--- config.mk ---
export PLATFORM = sky130hd
export DESIGN_NAME = axist_simplex_link_top
export DESIGN_NICKNAME = d
export VERILOG_FILES = /design/src/logic/axist_link_pkg.sv /design/src/logic/phy_lane_if.sv /design/src/logic/leader_tx_pack.sv /design/src/logic/channel_framer.sv /design/src/logic/follower_rx_align.sv /design/src/logic/axist_simplex_link_top.sv
export SDC_FILE = /design/constraint.sdc
export NUM_CORES = 1
export LEC_CHECK = 0
export ABC_AREA = 1
export CORE_MARGIN = 3
export CORE_UTILIZATION = 62
export DETAILED_ROUTE_END_ITERATION = 8
export DONT_BUFFER_PORTS = 1
export GPL_ROUTABILITY_DRIVEN = 0
export PLACE_DENSITY = 0.78
export SYNTH_ARGS = -nofsm -noshare
export SYNTH_HDL_FRONTEND = slang
export SYNTH_SLANG_ARGS = --single-unit
--- constraint.sdc ---
create_clock -name m_wr_clk -period 6 [get_ports m_wr_clk]
set_input_delay 1.8 -clock m_wr_clk [delete_from_list [all_inputs] [get_ports m_wr_clk]]
set_output_delay 1.8 -clock m_wr_clk [all_outputs]
set_load 0.02 [all_outputs]
--- src/logic/axist_link_pkg.sv ---
// ----------------------------------------
// Shared widths, channel word layout and enums for the simplex link
// Word bits 67..79 are unused and always zero
// STB_INTV must be a multiple of the word rate
// ----------------------------------------

package axist_link_pkg;

	// ----------------------------------------
	// Widths
	// ----------------------------------------
	localparam int unsigned DATA_W            = 64;        // Stream beat
	localparam int unsigned PHY_W             = 80;        // Channel word

	// ----------------------------------------
	// Channel word layout
	// ----------------------------------------
	localparam int unsigned PUSH_BIT          = 0;         // Word carries data
	localparam int unsigned STB_BIT           = 1;         // Alignment strobe
	localparam int unsigned MARKER_BIT        = 39;        // Rate marker
	localparam int unsigned DATA_LO_POS       = 2;         // Data bits 36..0
	localparam int unsigned DATA_LO_W         = 37;
	localparam int unsigned DATA_HI_POS       = 40;        // Data bits 63..37
	localparam int unsigned DATA_HI_W         = 27;

	// ----------------------------------------
	// Link defaults
	// ----------------------------------------
	localparam int unsigned STB_INTV_DEF      = 24;        // Words between strobes
	localparam int unsigned RX_FIFO_DEPTH_DEF = 8;
	// Pack holding reg, framer word reg, follower input reg
	localparam int unsigned IN_FLIGHT         = 3;

	typedef logic [DATA_W-1:0] data_t;
	typedef logic [PHY_W-1:0]  phy_word_t;

	// Value is the marker period in words
	typedef enum logic [2:0]
	{
		FULL    = 3'd1,
		HALF    = 3'd2,
		QUARTER = 3'd4
	} rate_e;

	typedef enum logic [1:0]
	{
		ALIGN_SEEK,                                            // Wait for any strobe
		ALIGN_VERIFY,                                          // Check second strobe spacing
		ALIGN_LOCKED
	} align_state_e;

endpackage

--- src/logic/phy_lane_if.sv ---
// ----------------------------------------
// Framed channel word, one new word per clock
// No handshake, the sink must take every word
// ----------------------------------------

`timescale 1ns/1ps

interface phy_lane_if;

	axist_link_pkg::data_t word_data;                          // Zero unless push
	logic                  push;
	logic                  marker;
	logic                  strobe;

	// Packs the fields into the 80-bit word per the package layout
	function automatic axist_link_pkg::phy_word_t flatten();
		axist_link_pkg::phy_word_t w;
		w = '0;
		w[axist_link_pkg::PUSH_BIT]   = push;
		w[axist_link_pkg::STB_BIT]    = strobe;
		w[axist_link_pkg::MARKER_BIT] = marker;
		w[axist_link_pkg::DATA_LO_POS +: axist_link_pkg::DATA_LO_W] =
			word_data[axist_link_pkg::DATA_LO_W-1:0];
		w[axist_link_pkg::DATA_HI_POS +: axist_link_pkg::DATA_HI_W] =
			word_data[axist_link_pkg::DATA_W-1:axist_link_pkg::DATA_LO_W];
		return w;
	endfunction

	modport src (output word_data, output push, output marker, output strobe);
	modport dst (input word_data, input push, input marker, input strobe, import flatten);

endinterface

--- src/logic/leader_tx_pack.sv ---
// ----------------------------------------
// Leader stream input, one beat held at a time
// Ready needs both enables, remote alignment and FIFO room
// A held beat waits while the link is offline
// ----------------------------------------

`timescale 1ns/1ps

module leader_tx_pack
(
	input  logic                  m_wr_clk,
	input  logic                  m_wr_rst_n,
	input  axist_link_pkg::data_t i_tdata,
	input  logic                  i_tvalid,
	input  logic                  i_sl_tx_transfer_en,
	input  logic                  i_ms_tx_transfer_en,
	input  logic                  i_align_done,
	input  logic                  i_fifo_near_full,
	output logic                  o_tready,
	output axist_link_pkg::data_t o_data,
	output logic                  o_push
);

	logic                  online;
	logic                  accept;
	logic                  hold_vld;
	axist_link_pkg::data_t hold_data;

	assign online   = i_sl_tx_transfer_en & i_ms_tx_transfer_en;
	// When online the held beat leaves this cycle, so no hold check
	assign o_tready = online & i_align_done & ~i_fifo_near_full;
	assign accept   = i_tvalid & o_tready;                       // Stream handshake

	// ----------------------------------------
	// Holding register
	// ----------------------------------------
	always_ff @(posedge m_wr_clk)
	begin
		if (!m_wr_rst_n)
			hold_vld <= 1'b0;
		else if (accept)
			hold_vld <= 1'b1;                                    // Refill, even while draining
		else if (online)
			hold_vld <= 1'b0;                                    // Beat handed to framer
	end

	always_ff @(posedge m_wr_clk)
	begin
		if (accept)
			hold_data <= i_tdata;
	end

	// One push per accepted beat, only while the framer runs
	assign o_push = hold_vld & online;
	assign o_data = hold_data;

endmodule

--- src/logic/channel_framer.sv ---
// ----------------------------------------
// Builds one channel word per clock
// Marker every LOCAL_RATE words, strobe every STB_INTV words
// Counters and pushes stop while offline, words go to zero
// ----------------------------------------

`timescale 1ns/1ps

module channel_framer
#(
	parameter axist_link_pkg::rate_e LOCAL_RATE = axist_link_pkg::HALF,
	parameter int unsigned           STB_INTV   = axist_link_pkg::STB_INTV_DEF
)
(
	input  logic                  m_wr_clk,
	input  logic                  m_wr_rst_n,
	input  logic                  i_online,
	input  axist_link_pkg::data_t i_data,
	input  logic                  i_push,
	phy_lane_if.src               o_lane
);

	localparam int unsigned RATE_N = int'(LOCAL_RATE);
	localparam int unsigned MRK_W  = (RATE_N > 1) ? $clog2(RATE_N) : 1;
	localparam int unsigned STB_W  = $clog2(STB_INTV);

	logic [MRK_W-1:0]      mrk_cnt;
	logic [STB_W-1:0]      stb_cnt;
	logic                  mrk_hit;
	logic                  stb_hit;
	logic                  push_q;
	logic                  mrk_q;
	logic                  stb_q;
	axist_link_pkg::data_t data_q;

	assign mrk_hit = (mrk_cnt == MRK_W'(RATE_N - 1));
	assign stb_hit = (stb_cnt == STB_W'(STB_INTV - 1));       // Always lands on a marker

	// ----------------------------------------
	// Marker and strobe counters
	// ----------------------------------------
	always_ff @(posedge m_wr_clk)
	begin
		if (!m_wr_rst_n)
		begin
			mrk_cnt <= '0;
			stb_cnt <= '0;
		end
		else if (i_online)
		begin
			mrk_cnt <= mrk_hit ? '0 : mrk_cnt + 1'b1;
			stb_cnt <= stb_hit ? '0 : stb_cnt + 1'b1;
		end
	end

	// ----------------------------------------
	// Word register
	// ----------------------------------------
	always_ff @(posedge m_wr_clk)
	begin
		if (!m_wr_rst_n)
		begin
			push_q <= 1'b0;
			mrk_q  <= 1'b0;
			stb_q  <= 1'b0;
			data_q <= '0;                                        // Channel idles at zero
		end
		else
		begin
			push_q <= i_online & i_push;
			mrk_q  <= i_online & mrk_hit;
			stb_q  <= i_online & stb_hit;
			data_q <= (i_online & i_push) ? i_data : '0;
		end
	end

	assign o_lane.word_data = data_q;
	assign o_lane.push      = push_q;
	assign o_lane.marker    = mrk_q;
	assign o_lane.strobe    = stb_q;

endmodule

--- src/logic/follower_rx_align.sv ---
// ----------------------------------------
// Follower word check, unpack and receive FIFO
// Every clock counts as one word for strobe spacing
// Held in reset while i_usermode_en is low
// RX_FIFO_DEPTH must be a power of two
// ----------------------------------------

`timescale 1ns/1ps

module follower_rx_align
#(
	parameter int unsigned STB_INTV      = axist_link_pkg::STB_INTV_DEF,
	parameter int unsigned RX_FIFO_DEPTH = axist_link_pkg::RX_FIFO_DEPTH_DEF
)
(
	input  logic                      m_wr_clk,
	input  logic                      m_wr_rst_n,
	input  logic                      i_usermode_en,
	input  axist_link_pkg::phy_word_t i_phy_word,
	input  logic                      i_rx_tready,
	output axist_link_pkg::data_t     o_rx_tdata,
	output logic                      o_rx_tvalid,
	output logic                      o_align_done,
	output logic                      o_align_err,
	output logic                      o_fifo_near_full
);

	localparam int unsigned AW       = $clog2(RX_FIFO_DEPTH);
	localparam int unsigned CNT_W    = AW + 1;
	localparam int unsigned WC_W     = $clog2(STB_INTV);
	localparam int unsigned NF_LEVEL = RX_FIFO_DEPTH - axist_link_pkg::IN_FLIGHT;

	logic                         rst_n;
	axist_link_pkg::phy_word_t    phy_q;
	logic                         q_push;
	logic                         q_stb;
	logic                         q_mrk;
	logic                         stb_due;
	logic                         stb_good;
	axist_link_pkg::align_state_e state;
	logic [WC_W-1:0]              wcnt;
	logic                         align_err_q;
	axist_link_pkg::data_t        mem [RX_FIFO_DEPTH];
	axist_link_pkg::data_t        wr_data;
	logic [AW-1:0]                wr_ptr;
	logic [AW-1:0]                rd_ptr;
	logic [CNT_W-1:0]             count;
	logic                         wr_en;
	logic                         rd_en;

	assign rst_n = m_wr_rst_n & i_usermode_en;

	always_ff @(posedge m_wr_clk)
	begin
		if (!rst_n)
			phy_q <= '0;
		else
			phy_q <= i_phy_word;                                 // Input register
	end

	assign q_push   = phy_q[axist_link_pkg::PUSH_BIT];
	assign q_stb    = phy_q[axist_link_pkg::STB_BIT];
	assign q_mrk    = phy_q[axist_link_pkg::MARKER_BIT];
	assign stb_due  = (wcnt == WC_W'(STB_INTV - 1));           // STB_INTV words after last
	assign stb_good = q_stb & q_mrk;

	// ----------------------------------------
	// Strobe alignment
	// ----------------------------------------
	always_ff @(posedge m_wr_clk)
	begin
		if (!rst_n)
		begin
			state       <= axist_link_pkg::ALIGN_SEEK;
			wcnt        <= '0;
			align_err_q <= 1'b0;
		end
		else
		begin
			// Restart the spacing count on any strobe or when one was due
			wcnt <= (q_stb || stb_due) ? '0 : wcnt + 1'b1;
			case (state)
				axist_link_pkg::ALIGN_SEEK:
				begin
					if (q_stb)
						state <= axist_link_pkg::ALIGN_VERIFY;
				end
				axist_link_pkg::ALIGN_VERIFY:
				begin
					if (stb_due)
						state <= stb_good ? axist_link_pkg::ALIGN_LOCKED
						                  : axist_link_pkg::ALIGN_SEEK;
					else if (q_stb)
						state <= axist_link_pkg::ALIGN_SEEK;     // Early strobe, start over
				end
				axist_link_pkg::ALIGN_LOCKED:
				begin
					if ((stb_due && !stb_good) || (!stb_due && q_stb))
						align_err_q <= 1'b1;                     // Sticky until reset
				end
				default:
					state <= axist_link_pkg::ALIGN_SEEK;
			endcase
		end
	end

	// ----------------------------------------
	// Receive FIFO
	// ----------------------------------------
	assign wr_en   = (state == axist_link_pkg::ALIGN_LOCKED) & q_push;
	assign rd_en   = o_rx_tvalid & i_rx_tready;
	assign wr_data = {phy_q[axist_link_pkg::DATA_HI_POS +: axist_link_pkg::DATA_HI_W],
	                  phy_q[axist_link_pkg::DATA_LO_POS +: axist_link_pkg::DATA_LO_W]};

	always_ff @(posedge m_wr_clk)
	begin
		if (wr_en)
			mem[wr_ptr] <= wr_data;
	end

	always_ff @(posedge m_wr_clk)
	begin
		if (!rst_n)
		begin
			wr_ptr <= '0;
			rd_ptr <= '0;
			count  <= '0;
		end
		else
		begin
			if (wr_en)
				wr_ptr <= wr_ptr + 1'b1;                         // Wraps, depth is 2**AW
			if (rd_en)
				rd_ptr <= rd_ptr + 1'b1;
			if (wr_en && !rd_en)
				count <= count + 1'b1;
			else if (rd_en && !wr_en)
				count <= count - 1'b1;
		end
	end

	assign o_rx_tvalid      = (count != '0);
	assign o_rx_tdata       = mem[rd_ptr];                     // Stable until read
	assign o_fifo_near_full = (count >= CNT_W'(NF_LEVEL));
	assign o_align_done     = (state == axist_link_pkg::ALIGN_LOCKED);
	assign o_align_err      = align_err_q;

endmodule

--- src/logic/axist_simplex_link_top.sv ---
// ----------------------------------------
// Single-clock simplex leader to follower stream link
// o_phy_word must be looped back to i_phy_word outside
// A beat taken at edge N is on o_phy_word from edge N+1, sampled at N+2
// ----------------------------------------

`timescale 1ns/1ps

module axist_simplex_link_top
#(
	parameter axist_link_pkg::rate_e LOCAL_RATE    = axist_link_pkg::HALF,
	parameter int unsigned           STB_INTV      = axist_link_pkg::STB_INTV_DEF,
	parameter int unsigned           RX_FIFO_DEPTH = axist_link_pkg::RX_FIFO_DEPTH_DEF
)
(
	input  logic                      m_wr_clk,
	input  logic                      m_wr_rst_n,
	input  logic                      i_usermode_en,
	input  logic                      i_sl_tx_transfer_en,
	input  logic                      i_ms_tx_transfer_en,
	input  axist_link_pkg::data_t     i_tx_tdata,
	input  logic                      i_tx_tvalid,
	output logic                      o_tx_tready,
	output axist_link_pkg::phy_word_t o_phy_word,
	input  axist_link_pkg::phy_word_t i_phy_word,
	output axist_link_pkg::data_t     o_rx_tdata,
	output logic                      o_rx_tvalid,
	input  logic                      i_rx_tready,
	output logic                      o_align_done,
	output logic                      o_align_err
);

	logic                  framer_online;
	logic                  fifo_near_full;
	logic                  tx_push;
	axist_link_pkg::data_t tx_data;

	phy_lane_if lane ();

	assign framer_online = i_sl_tx_transfer_en & i_ms_tx_transfer_en;

	// ----------------------------------------
	// Leader side
	// ----------------------------------------
	leader_tx_pack u_tx_pack
	(
		.m_wr_clk            (m_wr_clk),
		.m_wr_rst_n          (m_wr_rst_n),
		.i_tdata             (i_tx_tdata),
		.i_tvalid            (i_tx_tvalid),
		.i_sl_tx_transfer_en (i_sl_tx_transfer_en),
		.i_ms_tx_transfer_en (i_ms_tx_transfer_en),
		.i_align_done        (o_align_done),                  // Remote side locked
		.i_fifo_near_full    (fifo_near_full),
		.o_tready            (o_tx_tready),
		.o_data              (tx_data),
		.o_push              (tx_push)
	);

	channel_framer #(.LOCAL_RATE(LOCAL_RATE), .STB_INTV(STB_INTV)) u_framer
	(
		.m_wr_clk   (m_wr_clk),
		.m_wr_rst_n (m_wr_rst_n),
		.i_online   (framer_online),
		.i_data     (tx_data),
		.i_push     (tx_push),
		.o_lane     (lane.src)
	);

	always_comb
	begin
		o_phy_word = lane.flatten();                          // Fields to bit positions
	end

	// ----------------------------------------
	// Follower side
	// ----------------------------------------
	follower_rx_align #(.STB_INTV(STB_INTV), .RX_FIFO_DEPTH(RX_FIFO_DEPTH)) u_rx_align
	(
		.m_wr_clk         (m_wr_clk),
		.m_wr_rst_n       (m_wr_rst_n),
		.i_usermode_en    (i_usermode_en),
		.i_phy_word       (i_phy_word),
		.i_rx_tready      (i_rx_tready),
		.o_rx_tdata       (o_rx_tdata),
		.o_rx_tvalid      (o_rx_tvalid),
		.o_align_done     (o_align_done),
		.o_align_err      (o_align_err),
		.o_fifo_near_full (fifo_near_full)
	);

endmodule

==> flow_summary.ini <==
[cts]
clock_sinks = 738
root_buffer = clkbuf_16
clk_latency_ns = 0.60
cts_buffer_depth = 3
cts_htree_levels = 3
cts_tree = built
cts_buffers = 72
post_cts_buffers = 0
clk_pin_slew_worst_paths_ns = 0.06
post_cts_resized = 0
cts_hold_buffers = 0

[floorplan]
dieArea_um2 = 46230
row_count = 75
start_util_pct = 63.72
chipHeight_um = 215.0
core_um2 = 42510
ioPinCount = 299
fp.dieW_um = 215.0

[worst_setup_path]
r2r-start = u_rx_align.state[1]
crit_slowest_cell = dfxtp_4
crit_end = o_rx_tdata[27]
critPathKind = flop to output pin
critPathMaxStageDelay_ns = 0.96
path_max_fanout = 94
path_buf_inv = 2
worstRegToRegCells = 7
reg2reg_slack_ns = 2.80
critPathTopFamily = flip-flops
cp.arrival_ns = 3.18
start_kind = flop
rr_endpoint = u_rx_align.mem[6][17]
cp.depth = 6
path_cells = inv_6 -> buf_4 -> o21ai_0 -> o21ai_0 -> nand2_1 -> nand2_1
endpoint_kind = output pin
required_ns = 4.20

[logic_synthesis]
yosys.cell_types.count = 30
avgSynthCellArea_um2 = 12.07
syn-cell-area_um2 = 27090
synth_area_leaders = edfxtp_1 64%, dfxtp_1 12%, nor2_1 7.6%
synth.ff_latch_count = 738
synth_top_area_share_pct = 63.86
synth_cells = 2244
yosys_warnings = 0
yosysTopAreaCell = edfxtp_1
yosysSeqAreaShare_pct = 75.83

[routing]
drt-pass1-iter-count = 5
wl_per_cell_um = 19.27
top_layer = met4
vias_per_cell = 5.568
ant_nets = 0
wl_met3_um = 4447
wl_um = 55120
drc_errors = 0
dr.first_iter.drc_count = 1514
met2_length_um = 27510
routed-via-count = 15930
drt-met1-wl_um = 21780

[sta]
hold_viol = 0
fin_tns_setup_ns = 0
post-route-min-period_ns = 4.984
max_slew_margin_pct = 20.18
worst_pin_slew_ns = 1.197
finalMaxSlewViolations = 0
finalCritPeriodShare_pct = 83.07
layout_setup_ws_ns = 1.016
finalSetupViolCount = 0
rsz0062_at_grt = false
finClkSkew_ns = 0.02103
fmax_mhz = 200.6

[pwr]
p_total_mw = 9.958
switching_share_pct = 19.04
seqPwrFrac_pct = 55.6
intPower_mw = 8.062
power_density_nw_per_um2 = 334.2
p_comb_share_pct = 0.5
p_leak_nw = 10.94
ir_drop_mv = 0.2683
clkPwrFrac_pct = 43.9
p_switching_mw = 1.896

[global_route]
grt.total_usage_pct = 23.73
grt_pass1_vias = 15860
grt_pass1_wl_um = 85950
grt-ovfl-total = 0
grt_max_degree = 169
antenna_found_initial = 0

[run_status]
outcome = finished clean

[cells_and_area]
drive_gt1_share_pct = 6.436
n_antenna_cell = 0
nets = 2385
area_growth_pct = 10.01
final_common_cell = edfxtp_1
final_cell_mix = 576 x edfxtp_1, 538 x nor2_1, 272 x o21ai_0, 222 x nand2_1, 159 x dfxtp_1

[min_path]
holdPathStages = 1
min_path_type = flop to flop

[placement]
pre_cts_slack_ns = 1.329
portBuffers = 0
dp_hpwl_um = 28470

[job]
maxCapViolCount = 0
-- Yosys cell counts --
| cell | n |
|---|---|
| nand4_1 | 2 |
| o22ai_1 | 1 |
| buf_4 | 24 |
| inv_2 | 3 |
| xnor2_1 | 1 |
| nand2_1 | 223 |
| fa_1 | 1 |
| xor2_1 | 6 |
| buf_6 | 10 |
| dfxtp_1 | 162 |
| nand3_1 | 9 |
| o21a_1 | 1 |
| o21ai_0 | 272 |
| nor3_1 | 7 |
| conb_1 | 1 |
| a21oi_1 | 14 |
| buf_8 | 2 |
| o21ai_1 | 121 |
| nor2_1 | 546 |
| buf_12 | 1 |
| or2_2 | 1 |
| a211oi_1 | 1 |
| buf_2 | 19 |
| clkbuf_1 | 67 |
| nor3b_1 | 1 |
| edfxtp_1 | 576 |
| o211ai_1 | 1 |
| ha_1 | 7 |
| buf_1 | 5 |
| inv_1 | 159 |
-- through the flow --
stage / instances / util (%) / hold slack (ns) / area, um2
6_report: 2861 / 70.10 / 0.4439 / 29800
5_1_grt: 2861 / 70.10 / 0.4833 / 29800
4_1_cts: 2861 / 70.10 / 0.4481 / 29800
3_5_place_dp: 2729 / 64.57 / 0.4395 / 27450
3_3_place_gp: 2729 / 64.57 / 0.4297 / 27450
2_1_floorplan: 2256 / - / 0.4175 / 27130
-- sequential cells by signal (all words and copies together) (netlist names), 2 cells and up, named ones only --
| signal | flops |
|---|---|
| u_rx_align.wr_ptr | 3 |
| u_rx_align.count | 4 |
| u_tx_pack.o_data | 64 |
| u_framer.stb_cnt | 5 |
| u_rx_align.wcnt | 5 |
| u_rx_align.state | 2 |
| u_framer.o_lane.word_data | 64 |
| u_rx_align.mem | 512 |
| u_rx_align.phy_q | 67 |
| u_rx_align.rd_ptr | 3 |
-- final cells by class --
class | instances | area, um2
Clock buffer | 104 | 2106
Clock inverter | 28 | 246.5
Fill cell | 2756 | 12710
Inverter | 162 | 613.1
Multi-Input combinational cell | 1228 | 5344
Sequential cell | 738 | 20550
Tap cell | 577 | 721.9
Timing Repair Buffer | 24 | 217.7
-- power groups by stage --
stage / sequential, mW / combinational (mW) / clock (mW)
6_report: 5.54 / 0.0498 / 4.37
5_1_grt: 5.54 / 0.0570 / 4.64
4_1_cts: 5.54 / 0.0504 / 4.44
3_5_place_dp: 5.65 / 0.0497 / 0
3_3_place_gp: 5.64 / 0.0482 / 0
2_1_floorplan: 5.64 / 0.0420 / 0
-- worst register-to-register path: cells and delay by family (launching register included) --
| family | cells | cell delay, ns |
|---|---|---|
| and+or+nand+nor | 4 | 1.82 |
| buffers and inverters | 3 | 0.72 |
| DFF | 1 | 0.30 |
-- metal layers --
metal  vias to the layer above  GRT usage, %
met4                         0         8.482
met3                       106         6.201
met2                       604         40.09
li1                       7514             -
met1                      7707         29.99
met5                         -             0
-- worst min path at each step --
stage / start / end / slack [ns]
after CTS: u_rx_align.wcnt[0] / u_rx_align.wcnt[0] / 0.45
after global routing: u_tx_pack.o_data[42] / u_framer.o_lane.word_data[42] / 0.48
final: u_rx_align.wcnt[0] / u_rx_align.wcnt[0] / 0.44
after global placement: u_rx_align.wcnt[0] / u_rx_align.wcnt[0] / 0.43
after detailed placement: u_rx_align.wcnt[0] / u_rx_align.wcnt[0] / 0.44
after floorplan: u_rx_align.wcnt[0] / u_rx_align.wcnt[0] / 0.42
-- cells by family after synthesis --
| logic type | after synthesis | synth area share [%] |
|---|---|---|
| compound gates | 411 | 7.626 |
| xor+xnor | 7 | 0.2263 |
| fa+ha+maj | 8 | 0.3972 |
| buf+inv | 290 | 4.859 |
| flops | 738 | 75.83 |
| other cells | 1 | 0.01384 |
| simple gates | 789 | 11.05 |
(Power assumes the default switching activity.)
